**src/hw/mul_pkg.sv**
```systemverilog
// Multiplier shared types
package mul_pkg;

	// Operand and result width
	localparam int XLEN = 32;

	// Width of the extended operands and of the full product
	localparam int DXLEN = 2 * XLEN;

	localparam int REG_ADDR_W = 5;

	typedef logic [XLEN-1:0] word_t;
	typedef logic [DXLEN-1:0] dword_t;
	typedef logic [REG_ADDR_W-1:0] reg_addr_t;

	// Same encoding as RV32M funct3[1:0]
	typedef enum logic [1:0] {
		OP_MUL    = 2'b00,
		OP_MULH   = 2'b01,
		OP_MULHSU = 2'b10,
		OP_MULHU  = 2'b11
	} mul_op_e;

	typedef struct packed {
		mul_op_e   op;
		reg_addr_t rd;
		word_t     pc;
		word_t     a;
		word_t     b;
	} mul_req_t;

	typedef struct packed {
		reg_addr_t rd;
		word_t     pc;
		word_t     result;
	} mul_rsp_t;

	// One pipeline slot
	typedef struct packed {
		logic      valid;
		mul_op_e   op;
		reg_addr_t rd;
		word_t     pc;
		// Multiplicand, already shifted by the bits consumed so far
		dword_t    mcand;
		// Multiplier bits still to be consumed
		dword_t    mplier;
		dword_t    acc;
	} mul_acc_t;

endpackage

```
**src/hw/mul_stage.sv**
```systemverilog
// Multiplier partial product stage
`timescale 1ns/100ps

module mul_stage #(
	parameter int NUM_STAGES = 4
) (
	input  logic               clk_i,
	input  logic               reset_i,
	input  logic               advance_i,
	input  logic               flush_i,
	input  mul_pkg::mul_acc_t  acc_i,
	output mul_pkg::mul_acc_t  acc_o
);

	// Multiplier bits consumed per stage
	localparam int SLICE_W = mul_pkg::DXLEN / NUM_STAGES;

	mul_pkg::dword_t   partial;
	mul_pkg::mul_acc_t acc_d;
	mul_pkg::mul_acc_t acc_q;

	if ((mul_pkg::DXLEN % NUM_STAGES) != 0) begin : gen_bad_depth
		$error("NUM_STAGES must divide the product width");
	end

	// Shift-and-add over the low slice of the remaining multiplier
	always_comb begin
		partial = acc_i.acc;
		for (int i = 0; i < SLICE_W; i++) begin
			if (acc_i.mplier[i]) begin
				partial = partial + (acc_i.mcand << i);
			end
		end
	end

	// Product is kept modulo 2^64, which is exact for the extended operands
	always_comb begin
		acc_d        = acc_i;
		acc_d.mcand  = acc_i.mcand << SLICE_W;
		acc_d.mplier = acc_i.mplier >> SLICE_W;
		acc_d.acc    = partial;
	end

	always_ff @(posedge clk_i) begin
		if (reset_i) begin
			acc_q.valid <= 1'b0;
		end else if (flush_i) begin
			acc_q.valid <= 1'b0;
		end else if (advance_i) begin
			acc_q <= acc_d;
		end
	end

	assign acc_o = acc_q;

	// A bubble stays a bubble
	a_no_spurious_valid: assert property (
		@(posedge clk_i) disable iff (reset_i)
		advance_i && !acc_i.valid |=> !acc_o.valid
	);

endmodule

```
**config.mk**
```make
export PLATFORM = sky130hd
export DESIGN_NAME = mul_stage
export DESIGN_NICKNAME = d
export VERILOG_FILES = /design/src/hw/mul_pkg.sv /design/src/hw/mul_stage.sv
export SDC_FILE = /design/constraint.sdc
export NUM_CORES = 2
export LEC_CHECK = 0
export ABC_CLOCK_PERIOD_IN_PS = 67000
export BUFFER_PORTS_ARGS = -buffer_cell sky130_fd_sc_hd__buf_4
export CAP_MARGIN = 10
export CORE_ASPECT_RATIO = 1.25
export CORE_MARGIN = 2
export CORE_UTILIZATION = 30
export CTS_CLUSTER_SIZE = 24
export DETAILED_ROUTE_END_ITERATION = 8
export GPL_ROUTABILITY_DRIVEN = 1
export SLEW_MARGIN = 20
export SYNTH_ARGS = -nofsm -noshare
export SYNTH_HDL_FRONTEND = slang
export SYNTH_SLANG_ARGS = --single-unit
```
**constraint.sdc**
```tcl
create_clock -name clk_i -period 67 [get_ports clk_i]
set_input_delay 0 -clock clk_i [delete_from_list [all_inputs] [get_ports clk_i]]
set_output_delay 0 -clock clk_i [all_outputs]
set_load 0.05 [all_outputs]
```
==> results.json <==
{
  "status": "finished clean",
  "largest_reg_flops": 200,
  "antenna_found_initial": 15,
  "grt_pass1_vias": 69700,
  "cts_made_buffers": 17,
  "fin_crit_ns": 33.57,
  "setup_viol": 0,
  "synthArstFlopShare_pct": 0,
  "die_h_um": 538,
  "rsz0062_at_grt": "false",
  "detail-route-antenna-nets": 0,
  "synthDistinctLibCells": 110,
  "start_util_pct": 30.2,
  "drive_gt1_share_pct": 9.19,
  "gp_congestion": 0.996,
  "die_area_um2": 232000,
  "cp.arrival_ns": 33.83,
  "synth_ff_type": "edfxtp_1",
  "cts_buffer_depth": 2,
  "use_met3_pct": 2.42,
  "cts_tree": "built",
  "synth-simple-area-share_pct": 19.8,
  "synthCells": 9555,
  "yosys.area_share.adder_pct": 17.5,
  "maxSlewHeadroom_pct": 20.7,
  "port_buffers": 435,
  "met1_usage_pct": 30.5,
  "drt_wl_total_um": 287000,
  "max_stage_delay_ns": 0.82,
  "cts_max_level": 4,
  "synth_top_family_by_area": "compound AO/OA/AOI/OAI gates",
  "nNetsFinal": 11100,
  "cp-end-kind": "flip-flop",
  "synth_xor_area_share_pct": 9.26,
  "viasPerCell": 5.82,
  "tightest_slew_ns": 1.17,
  "synth-seq-cells": 200,
  "reg2reg_setup_slack_ns": 65.83,
  "crit_path_start_kind": "primary input",
  "yosysMostFrequentCell": "a21oi_1",
  "synth_common_cells": "1059 x a21oi_1, 1057 x nand2_1, 931 x ha_1",
  "crit_slowest_cell": "a2111oi_0",
  "synth_area_leader_cell": "ha_1",
  "synthTopCellsByArea": "ha_1 17%, edfxtp_1 8.7%, a21oi_1 7.8%",
  "period_share_pct": 50.1,
  "cp.required_ns": 67.26,
  "muxShareOfSynthArea_pct": 3.72,
  "fin_worst_skew_ns": 0,
  "rows": 195,
  "core_area_um2": 226000,
  "fin_tns_setup_ns": 0,
  "hold_path.class": "in -> reg",
  "path_max_fanout": 19,
  "postCtsResizedCells": 0,
  "yosys_warnings": 0,
  "dp_hpwl_um": 240000,
  "syn_area_um2": 68300,
  "grt_pass1_wl_um": 421000,
  "vias": 74800,
  "crit_type": "in -> reg",
  "ios": 468,
  "overflow": 0,
  "synth_seq_area_share_pct": 8.78,
  "synth_compound_area_share_pct": 36.4,
  "drtIter0Drc": 7112,
  "finalHoldViolations": 0,
  "area_growth_pct": 11.9,
  "die_w_um": 431,
  "firstDrtPassIters": 6,
  "routedWlPerCell_um": 22.3,
  "fmax_mhz": 29.8,
  "grtUsageMet2_pct": 38.7,
  "clkSlewWorstSetupHoldPaths_ns": 0.09,
  "maxCapViolCount": 0,
  "synth-edff-count": 199,
  "track_usage_pct": 23.5,
  "slew_viol_final": 0,
  "avgSynthCellArea_um2": 7.15,
  "clk_latency_ns": 0.49,
  "cpMostUsedCell": "a21oi_1",
  "cts_root_buffer": "clkbuf_16",
  "remaining_drc_errors": 0,
  "hold_buffers": 114,
  "yosysTopAreaCellShare_pct": 17.1,
  "grt.busiest_layer": "met2",
  "postCtsSetupBuffers": 0,
  "grt_max_degree": 130,
  "cts_sinks": 200
}
==> final timing paths <==
kind                    from    endpoint  depth (start not counted)
hold / removal     acc_i[73]    acc_o[9]                          3
hold reg to reg   acc_o[231]  acc_o[231]                          3
setup reg to reg  acc_o[231]  acc_o[231]                          3
setup / recovery  acc_i[129]   acc_o[63]                        152
==> per-stage QoR <==
stage | hold WS, ns | utilization [%] | instance area, µm² | setup slack, ns | cells
floorplan | 0.0768 | - | 68400 | 39.31 | 9586
global placement | 0.178 | 33.0 | 74700 | 34.17 | 12700
detailed placement | 0.180 | 33.0 | 74700 | 34.14 | 12700
CTS | 0.0337 | 33.8 | 76400 | 34.04 | 12800
global route | 0.0400 | 33.8 | 76400 | 31.17 | 12800
finish | 0.0449 | 33.8 | 76400 | 33.43 | 12900
==> area by class of cell <==
class	instances	area, µm²
repair buffers	659	5250
clock buffers	17	425
inverters	403	1510
diodes	5	12.5
flip-flops and latches	200	6000
multi-input cells	8598	59400
well taps	2955	3700
fillers	24400	150000
clock inverters	15	179
==> layout by cell type, fill, tap and decap left out, types with 50 or more instances in the layout <==
master         instances
a21oi_1             1059
nand2_1             1057
ha_1                 931
nor2_1               697
o21ai_0              652
a21o_1               572
buf_4                544
xnor2_1              453
inv_1                393
xor2_1               264
o21a_1               211
edfxtp_1             199
nand3_1              196
mux2_2               168
o21bai_1             153
nor3_1               142
nand4_1              142
a31oi_1              134
nand2b_1             131
dlygate4sd3_1        114
a211oi_1             106
and3_1                98
nor2b_1               97
and2_1                86
o211ai_1              86
o31ai_1               74
or3_1                 65
mux2i_1               62
a211o_1               56
a21boi_0              52
or2_2                 50
==> routing by layer <==
| metal | vias up | share of wire, % |
|---|---|---|
| met4 | 10 | 5.4 |
| met3 | 499 | 7.0 |
| met1 | 34900 | 43 |
| met5 | - | 0.027 |
| li1 | 36500 | - |
| met2 | 2980 | 44 |
==> logic make-up after synthesis <==
logic type / Yosys count
buf+inv: 788
other cells: 1
fa+ha+maj: 947
mux: 232
flops: 200
simple gates: 2900
xor+xnor: 719
compound gates: 3768
==> critical path, delay by kind of cell <==
family                     cells  cell delay [ns]
xor gates and xnor gates      16             2.72
muxes                          1             0.29
adders and majority gates     16             5.70
AOI/OAI and AO/OA             73            17.67
buffers and inverters          6             1.35
and+or+nand+nor               40             5.97
Power is not shown: default switching activity piles up to over one toggle a cycle in this logic, so the estimate is an artifact.
