<file path="src/hw/mul_pkg.sv">
// Multiplier shared types
package mul_pkg;

	// Operand and result width
	localparam int XLEN = 32;

	// Width of the extended operands and of the full product
	localparam int DXLEN = 2 * XLEN;

	localparam int REG_ADDR_W = 5;

	typedef logic [XLEN-1:0] word_t;
	typedef logic [DXLEN-1:0] dword_t;
	typedef logic [REG_ADDR_W-1:0] reg_addr_t;

	// Same encoding as RV32M funct3[1:0]
	typedef enum logic [1:0] {
		OP_MUL    = 2'b00,
		OP_MULH   = 2'b01,
		OP_MULHSU = 2'b10,
		OP_MULHU  = 2'b11
	} mul_op_e;

	typedef struct packed {
		mul_op_e   op;
		reg_addr_t rd;
		word_t     pc;
		word_t     a;
		word_t     b;
	} mul_req_t;

	typedef struct packed {
		reg_addr_t rd;
		word_t     pc;
		word_t     result;
	} mul_rsp_t;

	// One pipeline slot
	typedef struct packed {
		logic      valid;
		mul_op_e   op;
		reg_addr_t rd;
		word_t     pc;
		// Multiplicand, already shifted by the bits consumed so far
		dword_t    mcand;
		// Multiplier bits still to be consumed
		dword_t    mplier;
		dword_t    acc;
	} mul_acc_t;

endpackage

</file>
<file path="src/hw/mul_writeback.sv">
// Multiplier write-back and pipeline control
`timescale 1ns/100ps

module mul_writeback (
	input  logic               clk_i,
	input  logic               reset_i,
	input  mul_pkg::mul_acc_t  acc_i,
	input  logic               rsp_ready_i,
	input  logic               kill_i,
	output logic               rsp_valid_o,
	output mul_pkg::mul_rsp_t  rsp_o,
	output logic               advance_o,
	output logic               flush_o
);

	logic              run_q;
	logic              rsp_valid_q;
	logic              load;
	mul_pkg::word_t    result;
	mul_pkg::mul_rsp_t rsp_d;
	mul_pkg::mul_rsp_t rsp_q;

	// MUL returns the low word, the MULH family the high word
	assign result = (acc_i.op == mul_pkg::OP_MUL) ?
		acc_i.acc[mul_pkg::XLEN-1:0] :
		acc_i.acc[mul_pkg::DXLEN-1:mul_pkg::XLEN];

	always_comb begin
		rsp_d.rd     = acc_i.rd;
		rsp_d.pc     = acc_i.pc;
		rsp_d.result = result;
	end

	// Whole pipeline moves when the output register can take a new entry
	assign advance_o = run_q & (~rsp_valid_q | rsp_ready_i);
	assign flush_o   = kill_i;

	// A killed slot never reaches the output register
	assign load = advance_o & acc_i.valid & ~kill_i;

	always_ff @(posedge clk_i) begin
		if (reset_i) begin
			run_q       <= 1'b0;
			rsp_valid_q <= 1'b0;
		end else begin
			run_q <= 1'b1;
			if (load) begin
				rsp_valid_q <= 1'b1;
			end else if (rsp_ready_i) begin
				rsp_valid_q <= 1'b0;
			end
		end
	end

	always_ff @(posedge clk_i) begin
		if (load) begin
			rsp_q <= rsp_d;
		end
	end

	assign rsp_valid_o = rsp_valid_q;
	assign rsp_o       = rsp_q;

	// Response holds until the consumer takes it
	a_rsp_stable: assert property (
		@(posedge clk_i) disable iff (reset_i)
		rsp_valid_o && !rsp_ready_i |=> rsp_valid_o && $stable(rsp_o)
	);

endmodule

</file>
<file path="config.mk">
export PLATFORM = sky130hd
export DESIGN_NAME = mul_writeback
export DESIGN_NICKNAME = d
export VERILOG_FILES = /design/src/hw/mul_pkg.sv /design/src/hw/mul_writeback.sv
export SDC_FILE = /design/constraint.sdc
export NUM_CORES = 1
export LEC_CHECK = 0
export BUFFER_PORTS_ARGS = -buffer_cell sky130_fd_sc_hd__clkbuf_2
export CAP_MARGIN = 20
export CORE_AREA = 2 2 121 123
export CTS_BUF_LIST = sky130_fd_sc_hd__clkbuf_4
export DETAILED_ROUTE_END_ITERATION = 8
export DIE_AREA = 0 0 123 125
export HOLD_SLACK_MARGIN = 0.12
export PLACE_DENSITY = 0.49
export SLEW_MARGIN = 20
export SYNTH_ARGS = -nofsm -noshare
export SYNTH_HDL_FRONTEND = slang
export SYNTH_SLANG_ARGS = --single-unit
</file>
<file path="constraint.sdc">
create_clock -name clk_i -period 9 [get_ports clk_i]
set_clock_uncertainty 0.05 [all_clocks]
set_input_delay 0.45 -clock clk_i [delete_from_list [all_inputs] [get_ports clk_i]]
set_output_delay 0.45 -clock clk_i [all_outputs]
set_load 0.02 [all_outputs]
</file>
==> key figures <==
STA
  – Slew headroom: 0.370
  – Worst Tran Pin Value: 0.943 ns
  – Final Hold Vio Count: 0
  – Minimum clock period: ~2.3 ns
  – Final setup viols: 0
  – FMAX: between 400 and 500 MHz
  – Hold slack: around 0.27 ns
  – TNS Setup: 0 ns
  – Period utilisation layout: 0.251
  – RSZ-0062 raised after global routing: false
  – Pins Over Slew Limit: 0

Final layout
  – Share of cells above drive strength 1: 0.663
  – Final core utilization: 0.296
  – Layout area overhead: 63.2%
  – Most common cell after layout, fill and taps aside: clkbuf_2
  – ANT cells: 0
  – NumNets Final: 575
  – Fillcell total: about 1500
  – Most frequent cells in the layout: 179 x clkbuf_2, 69 x edfxtp_1, 38 x dlygate4sd3_1

Route
  – WL/cell: 13.2 um
  – Drt pass-1 iters: 4
  – DRT iter0 DRCs: 27
  – Via/cell ratio: 3.61
  – Post-route DRC: 0
  – Drt total wl: 7000 um
  – Vias after detailed routing: 1905
  – ANT nets after route: 0

Critical path
  – CP Buf/Inv Count: 1
  – Crit Path Max Fanout: 39
  – Largest delay share family, worst path: simple AND/OR/NAND/NOR gates
  – Worst Reg2Reg Path Length in Cells: 3
  – Critical path class: flop to flop
  – Worst path depth: 3
  – CP max stage cell: nor2b_4
  – Cell-by-cell trace of the critical path: nand3b_1 -> nor2b_4 -> buf_4
  – Critical path endpoint category: flop
  – Required time worst endpoint: about 9 ns
  – Max incr delay on CP: 0.76 ns
  – CP Data Arrival Time: 2.27 ns
  – Startpoint types: flop

CTS
  – Post-CTS Setup Inserts: 0
  – CTS sink cnt: 71
  – CTS tree: done
  – Clock Pin Slew Worst Setup and Hold Paths: 0.12 ns
  – Num CTS Buffers: 9
  – Clock Tree Buf Depth: 2
  – H-tree depth: 3
  – Post-CTS Hold Buffers: 38
  – Post_cts resized: 0
  – Clk Latency, worst-skew pair: 0.41 ns
  – CTS Root Cell: clkbuf_4

Floorplanning
  – Initial Util: 0.181
  – Ports: 308
  – Core Region: 0.0142 sq mm
  – Die area: 0.0154 sq mm
  – Rows: 44
  – Die H: 125 um
  – Die X-Extent: 123 um

Synthesis
  – Synth Net Count: 350
  – Mean post-synth cell area: 22.6 sq um
  – Post-Syn Area: 0.00257 sq mm
  – Synth Instances: roughly 110
  – Seq cells post-synth: 71
  – Synth warn: 0
  – Sequential area share after synthesis: 0.820
  – Unique cell type count in the Yosys netlist: 13

Placement
  – Post-DP HPWL: 5190 um
  – # port buffers: 179
  – GP Congestion: 0.699

Worst hold path
  – Hold-critical path depth: 2
  – Hold Path Class: input pin to flop

Global route
  – Vias in the first global route: 2052
  – First-pass GRT wire length: 10300 um
  – GRT overflow: 0
  – Met2 usage in global routing: 0.141
  – GRT Total Usage: 0.0915
  – Met3 Track Usage GR: 0.0484
  – Met1 usage: 0.101
  – Busiest grt layer: met2
  – Pin count of the biggest net entering global routing: 40
  – Initial antenna violation count: 0

Outcome
  – Status: finished clean

Power
  – Cell area power density: between 150 and 200 mW/mm^2
  – Leak: around 1.8 nW
  – Peak VDD IR: 0.0491 mV

Flow run
  – Max cap viols: 0
==> where the power goes <==
part / switching [mW] / leakage (nW) / internal, mW
logic: 0.0365 / 1.06 / 0.0443
registers: 0.00270 / 0.650 / 0.375
clock network: 0.115 / 0.0770 / 0.110
==> metrics by stage <==
stage,power (mW),cells,cell area [sq um],setup WS (ns)
2_1_floorplan,0.419,114,2570,4.75
5_1_grt,0.719,528,4200,6.54
3_3_place_gp,0.454,474,3670,6.42
4_1_cts,0.703,528,4200,6.66
6_report,0.684,528,4200,6.74
3_5_place_dp,0.455,474,3670,6.36
==> registers in the layout, indices dropped and copies added, names as in the netlist <==
signal,cells
rsp_valid_o,1
run_q,1
rsp_o,69
==> cells in the mapped netlist <==
library cell / n / area share
a21oi_1: 1 / 0.0019
and2_1: 1 / 0.0024
buf_4: 1 / 0.0029
clkbuf_8: 3 / 0.016
dfxtp_1: 2 / 0.016
edfxtp_1: 69 / 0.80
inv_1: 1 / 0.0015
mux2_2: 30 / 0.13
mux2_4: 2 / 0.012
nand2b_1: 1 / 0.0024
nand3b_1: 1 / 0.0029
nor2_4: 1 / 0.0044
nor2b_1: 1 / 0.0024
==> path summary, 6_finish.rpt <==
kind                    start           to  slack, ns
hold reg to reg   rsp_valid_o  rsp_valid_o       0.49
hold / removal      acc_i[35]     rsp_o[3]       0.27
setup / recovery        run_q    rsp_o[65]       6.74
setup reg to reg        run_q    rsp_o[65]       6.74
==> kinds of logic after synthesis <==
logic type             Yosys count  share of synthesized area
flip-flops                      71                      0.820
multiplexers                    32                      0.143
AND/OR/NAND/NOR                  5                     0.0146
buffers and inverters            5                     0.0204
AO/OA/AOI/OAI                    1                    0.00194
==> routing by layer <==
metal  part of all wire  vias to the layer above  wire length (um)
li1                   -                      895                 -
met1               0.41                      868              2860
met2               0.44                      131              3050
met3               0.13                       11               928
met4              0.022                        0               153
met5                  0                        -                 0
==> layout make-up <==
class / count / area, sq um / share of cell area
sequential: 71 / 2110 / 0.503
inverter: 1 / 3.75 / 0.000893
clock buffer: 9 / 67.6 / 0.0161
tap: 184 / 230 / 0.0548
timing repair buffer: 218 / 1280 / 0.305
clock inverter: 7 / 87.6 / 0.0208
multi-input combinational: 38 / 418 / 0.0994
==> worst register-to-register path: stages (launching register included) <==
cell      delay, ns
dfxtp_1        0.36
nand3b_1       0.14
nor2b_4        0.76
buf_4          0.58
Power figures use the tool's default switching activity.
