--- config.mk ---
export PLATFORM = sky130hd
export DESIGN_NAME = mul_issue
export DESIGN_NICKNAME = d
export VERILOG_FILES = /design/src/hw/mul_pkg.sv /design/src/hw/mul_issue.sv
export SDC_FILE = /design/constraint.sdc
export NUM_CORES = 1
export LEC_CHECK = 0
export BUFFER_PORTS_ARGS = -buffer_cell sky130_fd_sc_hd__buf_2
export CAP_MARGIN = 20
export CORE_AREA = 10 10 124 126
export DETAILED_ROUTE_END_ITERATION = 8
export DIE_AREA = 0 0 134 136
export GPL_TIMING_DRIVEN = 0
export HOLD_SLACK_MARGIN = 0.1
export PLACE_DENSITY = 0.7
export SYNTH_ARGS = -nofsm -noshare
export SYNTH_HDL_FRONTEND = slang
export SYNTH_SLANG_ARGS = --single-unit
--- constraint.sdc ---
create_clock -name clk_i -period 9.45 [get_ports clk_i]
set_clock_uncertainty 0.1 [all_clocks]
set_input_delay 0.945 -clock clk_i [delete_from_list [all_inputs] [get_ports clk_i]]
set_output_delay 0.945 -clock clk_i [all_outputs]
set_load 0.03 [all_outputs]
--- src/hw/mul_pkg.sv ---
// Multiplier shared types
package mul_pkg;

	// Operand and result width
	localparam int XLEN = 32;

	// Width of the extended operands and of the full product
	localparam int DXLEN = 2 * XLEN;

	localparam int REG_ADDR_W = 5;

	typedef logic [XLEN-1:0] word_t;
	typedef logic [DXLEN-1:0] dword_t;
	typedef logic [REG_ADDR_W-1:0] reg_addr_t;

	// Same encoding as RV32M funct3[1:0]
	typedef enum logic [1:0] {
		OP_MUL    = 2'b00,
		OP_MULH   = 2'b01,
		OP_MULHSU = 2'b10,
		OP_MULHU  = 2'b11
	} mul_op_e;

	typedef struct packed {
		mul_op_e   op;
		reg_addr_t rd;
		word_t     pc;
		word_t     a;
		word_t     b;
	} mul_req_t;

	typedef struct packed {
		reg_addr_t rd;
		word_t     pc;
		word_t     result;
	} mul_rsp_t;

	// One pipeline slot
	typedef struct packed {
		logic      valid;
		mul_op_e   op;
		reg_addr_t rd;
		word_t     pc;
		// Multiplicand, already shifted by the bits consumed so far
		dword_t    mcand;
		// Multiplier bits still to be consumed
		dword_t    mplier;
		dword_t    acc;
	} mul_acc_t;

endpackage

--- src/hw/mul_issue.sv ---
// Multiplier request issue
`timescale 1ns/100ps

module mul_issue (
	input  logic               clk_i,
	input  logic               reset_i,
	input  logic               req_valid_i,
	input  mul_pkg::mul_req_t  req_i,
	input  logic               advance_i,
	input  logic               flush_i,
	output logic               req_ready_o,
	output mul_pkg::mul_acc_t  acc_o
);

	logic              signed_a;
	logic              signed_b;
	mul_pkg::dword_t   a_ext;
	mul_pkg::dword_t   b_ext;
	mul_pkg::mul_acc_t acc_d;
	mul_pkg::mul_acc_t acc_q;

	// No request is taken while the pipeline is being killed
	assign req_ready_o = advance_i & ~flush_i;

	// MULH treats both operands as signed, MULHSU only rs1
	assign signed_a = (req_i.op == mul_pkg::OP_MULH) ||
		(req_i.op == mul_pkg::OP_MULHSU);
	assign signed_b = (req_i.op == mul_pkg::OP_MULH);

	assign a_ext = {{mul_pkg::XLEN{signed_a & req_i.a[mul_pkg::XLEN-1]}}, req_i.a};
	assign b_ext = {{mul_pkg::XLEN{signed_b & req_i.b[mul_pkg::XLEN-1]}}, req_i.b};

	always_comb begin
		acc_d.valid  = req_valid_i;
		acc_d.op     = req_i.op;
		acc_d.rd     = req_i.rd;
		acc_d.pc     = req_i.pc;
		acc_d.mcand  = a_ext;
		acc_d.mplier = b_ext;
		acc_d.acc    = '0;
	end

	always_ff @(posedge clk_i) begin
		if (reset_i) begin
			acc_q.valid <= 1'b0;
		end else if (flush_i) begin
			acc_q.valid <= 1'b0;
		end else if (advance_i) begin
			acc_q <= acc_d;
		end
	end

	assign acc_o = acc_q;

	// A kill blocks acceptance and leaves the issue slot empty
	a_flush_blocks_issue: assert property (
		@(posedge clk_i) disable iff (reset_i)
		flush_i |-> !req_ready_o ##1 !acc_o.valid
	);

endmodule

==> flow_metrics.tcl, run 1 <==
set metrics [dict create \
    area_delta_synth_final_pct 54.26 \
    start_util_pct 32.24 \
    power_density_mw_per_mm2 180.2 \
    synth_area_leaders "edfxtp_1 (75%), buf_4 (23%), dfxtp_1 (0.48%), ha_1 (0.30%), nor2b_1 (0.30%)" \
    fmax_mhz 364.5 \
    n_antenna_cell 0 \
    fin_crit_sh_pct 29.03 \
    layout_common_cells "buf_2 (276), buf_4 (126), edfxtp_1 (105)" \
    cts_setup_buffers 0 \
    grt_pass1_vias 3099 \
    die_w_um 134 \
    first_pass_iters 4 \
    required_ns 8.41 \
    slew_violations 0 \
    worst-path-buf-inv 2 \
    clock_latency_ns 0.33 \
    min_path_cells 2 \
    tightest_slew_ns 0.8889 \
    wl_per_cell_um 16.50 \
    num_io_pins 341 \
    crit_family "flip-flops" \
    hold_class "reg2reg" \
    fp-row-count 42 \
    fin_util_pct 49.74 \
    r2r_start "acc_o[231]" \
    grt_max_degree 33 \
    rsz0062_at_grt "false" \
    tritoncts "done" \
    hold_viol 0 \
    peakVddDrop_v 0.0001181 \
    die_h_um 136 \
    dr_total_vias 2845 \
    core-area_mm2 0.01298 \
    final_common_cell "buf_2" \
    max-clock-path-buffers 2 \
    cts_sinks 106 \
    r2r_cells 2 \
    cp.depth 2 \
    setup_tns_ns 0 \
    ys_ff_latch 106 \
    leakage_nw 3.087 \
    ys_warn_count 0 \
    cp.arrival_ns 1.70 \
    crit_start "acc_o[96]" \
    viasPerCell 3.647 \
    overflow 0 \
    synth.distinct_cells 11 \
    drc 0 \
    synth_area_mm2 0.004185 \
    min_period_ns 2.743 \
    synth_top_cell_by_area "edfxtp_1" \
    worstReg2RegEnd "acc_o[231]" \
    critical_path_class "reg2out" \
    crit_fanout 32 \
    postRouteAntennaNets 0 \
    ys_seq_area_share_pct 75.81 \
    path_clk_slew_ns 0.07 \
    drive_above_1_share_pct 70.70 \
    syn_inst 241 \
    largest_reg_flops 106 \
    portBuffers 276 \
    setup_viol 0 \
    grt_pass1_wl_um 18620 \
    htree_num_levels 3 \
    crit_path_end "acc_o[115]" \
    cap_violations 0 \
    worstSetupStartpointType "register" \
    status "completed" \
    cts_inserted_buffers 9 \
    post_cts_resized 0 \
    worstHoldStart "acc_o[231]" \
    postCtsHoldBufs 0 \
    antenna_found_initial 0 \
    place_congestion 0.7300 \
    endpoint_kind "primary output" \
    syn_area_per_cell_um2 17.37 \
    root_buffer "clkbuf_16" \
    maxSlewHeadroom_pct 40.74 \
    rrSetupSlack_ns 8.69 \
    critPathMaxStageDelay_ns 0.93 \
    track_usage_pct 13.25 \
    cp_cell_sequence "buf_4 > buf_2" \
    p_total_mw 1.163 \
    drt_iter0_drc 95 \
    hpwl_um 11200 \
    netlist.area_leader.share_pct 75.34 \
    routed_wl_um 12870 \
    dieArea_mm2 0.01822 \
    cp_slowest_cell "edfxtp_1" \
    fin_nets 708 \
]
[metrics by stage]
stage	hold slack, ns	setup WS, ns	area (µm²)	cells
6_report	0.5009	6.707	6456	780
5_1_grt	0.5416	6.506	6456	780
4_1_cts	0.5097	6.643	6456	780
3_5_place_dp	0.4922	6.518	6130	764
3_3_place_gp	0.4522	-2.430	6023	756
2_1_floorplan	0.5629	0.03583	4422	304
[cell usage after synthesis]
cell type,number
and2_1,1
buf_4,126
conb_1,1
dfxtp_1,1
edfxtp_1,105
ha_1,1
inv_1,1
mux2i_1,1
nor2b_1,2
nor3_2,1
nor3b_1,1
[worst min path at each step]
stage	endpoint	slack, ns
after floorplan	acc_o[231]	0.56
after global placement	acc_o[231]	0.45
after detailed placement	acc_o[231]	0.49
after CTS	acc_o[231]	0.51
after global routing	acc_o[231]	0.54
final	acc_o[231]	0.50
[per-layer routing]
layer	vias up	wire, µm	GRT usage, %
met5	-	0	0
met4	0	100	3.507
met3	8	2159	9.815
met2	214	6682	23.21
met1	1259	3929	11.90
li1	1364	-	-
[power by group]
| group | switching (mW) | internal [mW] | leakage [nW] |
|---|---|---|---|
| Combinational | 0.140 | 0.0736 | 1.96 |
| Clock | 0.163 | 0.236 | 0.159 |
| Sequential | 0.00856 | 0.541 | 0.970 |
[cells by family (layout without fill, tap and decap cells)]
family / Yosys count / count (layout) / synth area share [%]
multiplexers: 1 / 1 / 0.2392
other: 1 / 64 / 0.08960
flip-flops: 106 / 106 / 75.81
buffers and inverters: 127 / 427 / 22.69
adder cells (fa/ha/maj): 1 / 1 / 0.2989
AND/OR/NAND/NOR: 5 / 5 / 0.8671
[final cells by class]
class | count | area, µm²
buffer | 126 | 945.9
clock buffer | 10 | 229.0
clock inverter | 6 | 97.59
fill | 1145 | 6524
inverter | 1 | 3.754
multi-input combinational | 71 | 304.0
sequential | 106 | 3173
tap | 176 | 220.2
timing repair buffer | 284 | 1483
[worst reg2reg max path, delay by kind of cell, from the launching register on]
family	cells	cell delay, ns
AND/OR/NAND/NOR	1	0.06
multiplexers	1	0.18
flip-flops	1	0.33
Note: power is estimated with default switching activity, not from simulation.
==> inputs of run 2 (changes only) <==
Clock period 9.45 ns to 2.4 ns, I/O delays scaled along.
==> flow_metrics.tcl, run 2 (synthesis results as in run 1) <==
set metrics [dict create \
    hpwl_um 11020 \
    setup_tns_ns 0 \
    rsz0062_at_grt "false" \
    path_clk_slew_ns 0.07 \
    cp.arrival_ns 2.12 \
    wl_per_cell_um 16.70 \
    post_cts_resized 0 \
    viasPerCell 3.704 \
    maxSlewHeadroom_pct 39.73 \
    share_comb_of_total_power_pct 22.1 \
    endpoint_kind "register" \
    power_density_mw_per_mm2 601.6 \
    p_int_mw 3.242 \
    status "completed" \
    slew_violations 0 \
    cap_violations 0 \
    p_total_mw 4.503 \
    cts_sinks 106 \
    hold_viol 0 \
    first_pass_iters 4 \
    min_path_cells 2 \
    crit_fanout 22 \
    drt_iter0_drc 127 \
    p_seq_share_pct 48.1 \
    tritoncts "done" \
    root_buffer "clkbuf_16" \
    cp_slowest_cell "nor3b_4" \
    setup_viol 0 \
    max-clock-path-buffers 2 \
    leakage_nw 3.504 \
    dieArea_mm2 0.01822 \
    worstSetupStartpointType "input pin" \
    worst_path_most_repeated_cell "buf_16" \
    cts_setup_buffers 0 \
    fin_util_pct 57.67 \
    final_area_mm2 0.007486 \
    cts_inserted_buffers 9 \
    min_period_ns 2.174 \
    htree_num_levels 3 \
    critical_path_class "in2reg" \
    grt_pass1_wl_um 21650 \
    drive_above_1_share_pct 59.83 \
    grt_pass1_vias 3543 \
    die_w_um 134 \
    core-area_mm2 0.01298 \
    track_usage_pct 15.34 \
    clockPowerShare_pct 29.8 \
    dr_total_vias 3274 \
    fin_crit_sh_pct 90.60 \
    layout_common_cells "buf_2 (276), buf_4 (126), edfxtp_1 (105), dlygate4sd3_1 (105), conb_1 (64)" \
    tightest_slew_ns 0.9041 \
    hold_class "in2reg" \
    fp-row-count 42 \
    drc 0 \
    r2r_cells 3 \
    fin_nets 811 \
    place_area_mm2 0.006162 \
    swShare_pct 28.02 \
    die_h_um 136 \
    required_ns 2.34 \
    routed_wl_um 14770 \
    final_common_cell "buf_2" \
    area_delta_synth_final_pct 78.86 \
    antenna_found_initial 2 \
    place_congestion 0.7612 \
    start_util_pct 32.24 \
    power_switching_mw 1.262 \
    postRouteAntennaNets 0 \
    fmax_mhz 459.9 \
    portBuffers 276 \
    largest_reg_flops 106 \
    clock_latency_ns 0.33 \
    grt_max_degree 33 \
    critPathMaxStageDelay_ns 0.58 \
    peakVddDrop_v 0.0005298 \
    num_io_pins 341 \
    cp_cell_sequence "dlygate4sd3_1 > buf_2 > nor3b_4 > buf_8 > buf_16 > buf_16" \
    overflow 0 \
]
## run 2: cell types whose count changed in the layout (fill, tap and decap cells not counted), moves of 2 or more
cell	before	now
dlygate4sd3_1	0	105
clkinv_1	0	2
buf_16	0	3
bufinv_16	2	0
buf_6	5	0
## run 2: layout make-up
| cell class | instances | area, µm² |
|---|---|---|
| multi-input cells | 71 | 310.3 |
| well taps | 176 | 220.2 |
| flip-flops and latches | 106 | 3173 |
| inverters | 1 | 3.754 |
| diodes | 1 | 2.502 |
| plain buffers | 126 | 945.9 |
| clock buffers | 10 | 229.0 |
| clock inverters | 6 | 41.29 |
| repair buffers | 387 | 2560 |
| fillers | 998 | 5494 |
## run 2: power by group through the flow
stage | Sequential (mW) | Clock [mW] | Combinational, mW
3_5_place_dp | 2.21 | 0 | 0.846
5_1_grt | 2.18 | 1.44 | 1.05
6_report | 2.17 | 1.34 | 0.994
3_3_place_gp | 2.21 | 0 | 0.819
2_1_floorplan | 2.38 | 0 | 0.407
4_1_cts | 2.17 | 1.38 | 0.982
## run 2: path summary, 6_finish.rpt
path	to	from	slack, ns
setup / recovery	acc_o[96]	reset_i	0.23
hold / removal	acc_o[157]	flush_i	0.23
setup reg to reg	acc_o[231]	acc_o[231]	1.09
hold reg to reg	acc_o[231]	acc_o[231]	1.03
## run 2: routing by layer
| layer | vias up | global-route usage (%) | routed length [µm] |
|---|---|---|---|
| met2 | 220 | 27.31 | 7707 |
| met5 | - | 0 | 14 |
| met3 | 17 | 10.04 | 2326 |
| met4 | 2 | 3.990 | 192 |
| met1 | 1459 | 14.25 | 4524 |
| li1 | 1576 | - | - |
## run 2: through the flow
| step | setup slack (ns) | std cells | hold slack, ns |
|---|---|---|---|
| after floorplan | -1.063 | 304 | 0.2090 |
| after global placement | -2.034 | 756 | 0.3162 |
| after detailed placement | 0.4242 | 762 | 0.3181 |
| after CTS | 0.2067 | 883 | 0.2243 |
| after global routing | 0.1325 | 884 | 0.2325 |
| final | 0.2256 | 884 | 0.2339 |
## run 2: critical path, delay by kind of cell
kind	cells	cell delay [ns]
simple gates	1	0.58
buf+inv	5	1.28
## run 2: timing repair
| action | 4_1_cts | 5_1_grt |
|---|---|---|
| endpoints found under the setup margin | 0 | 0 |
| hold buffers | 105 | 0 |
| hold endpoints to repair | 105 | 0 |
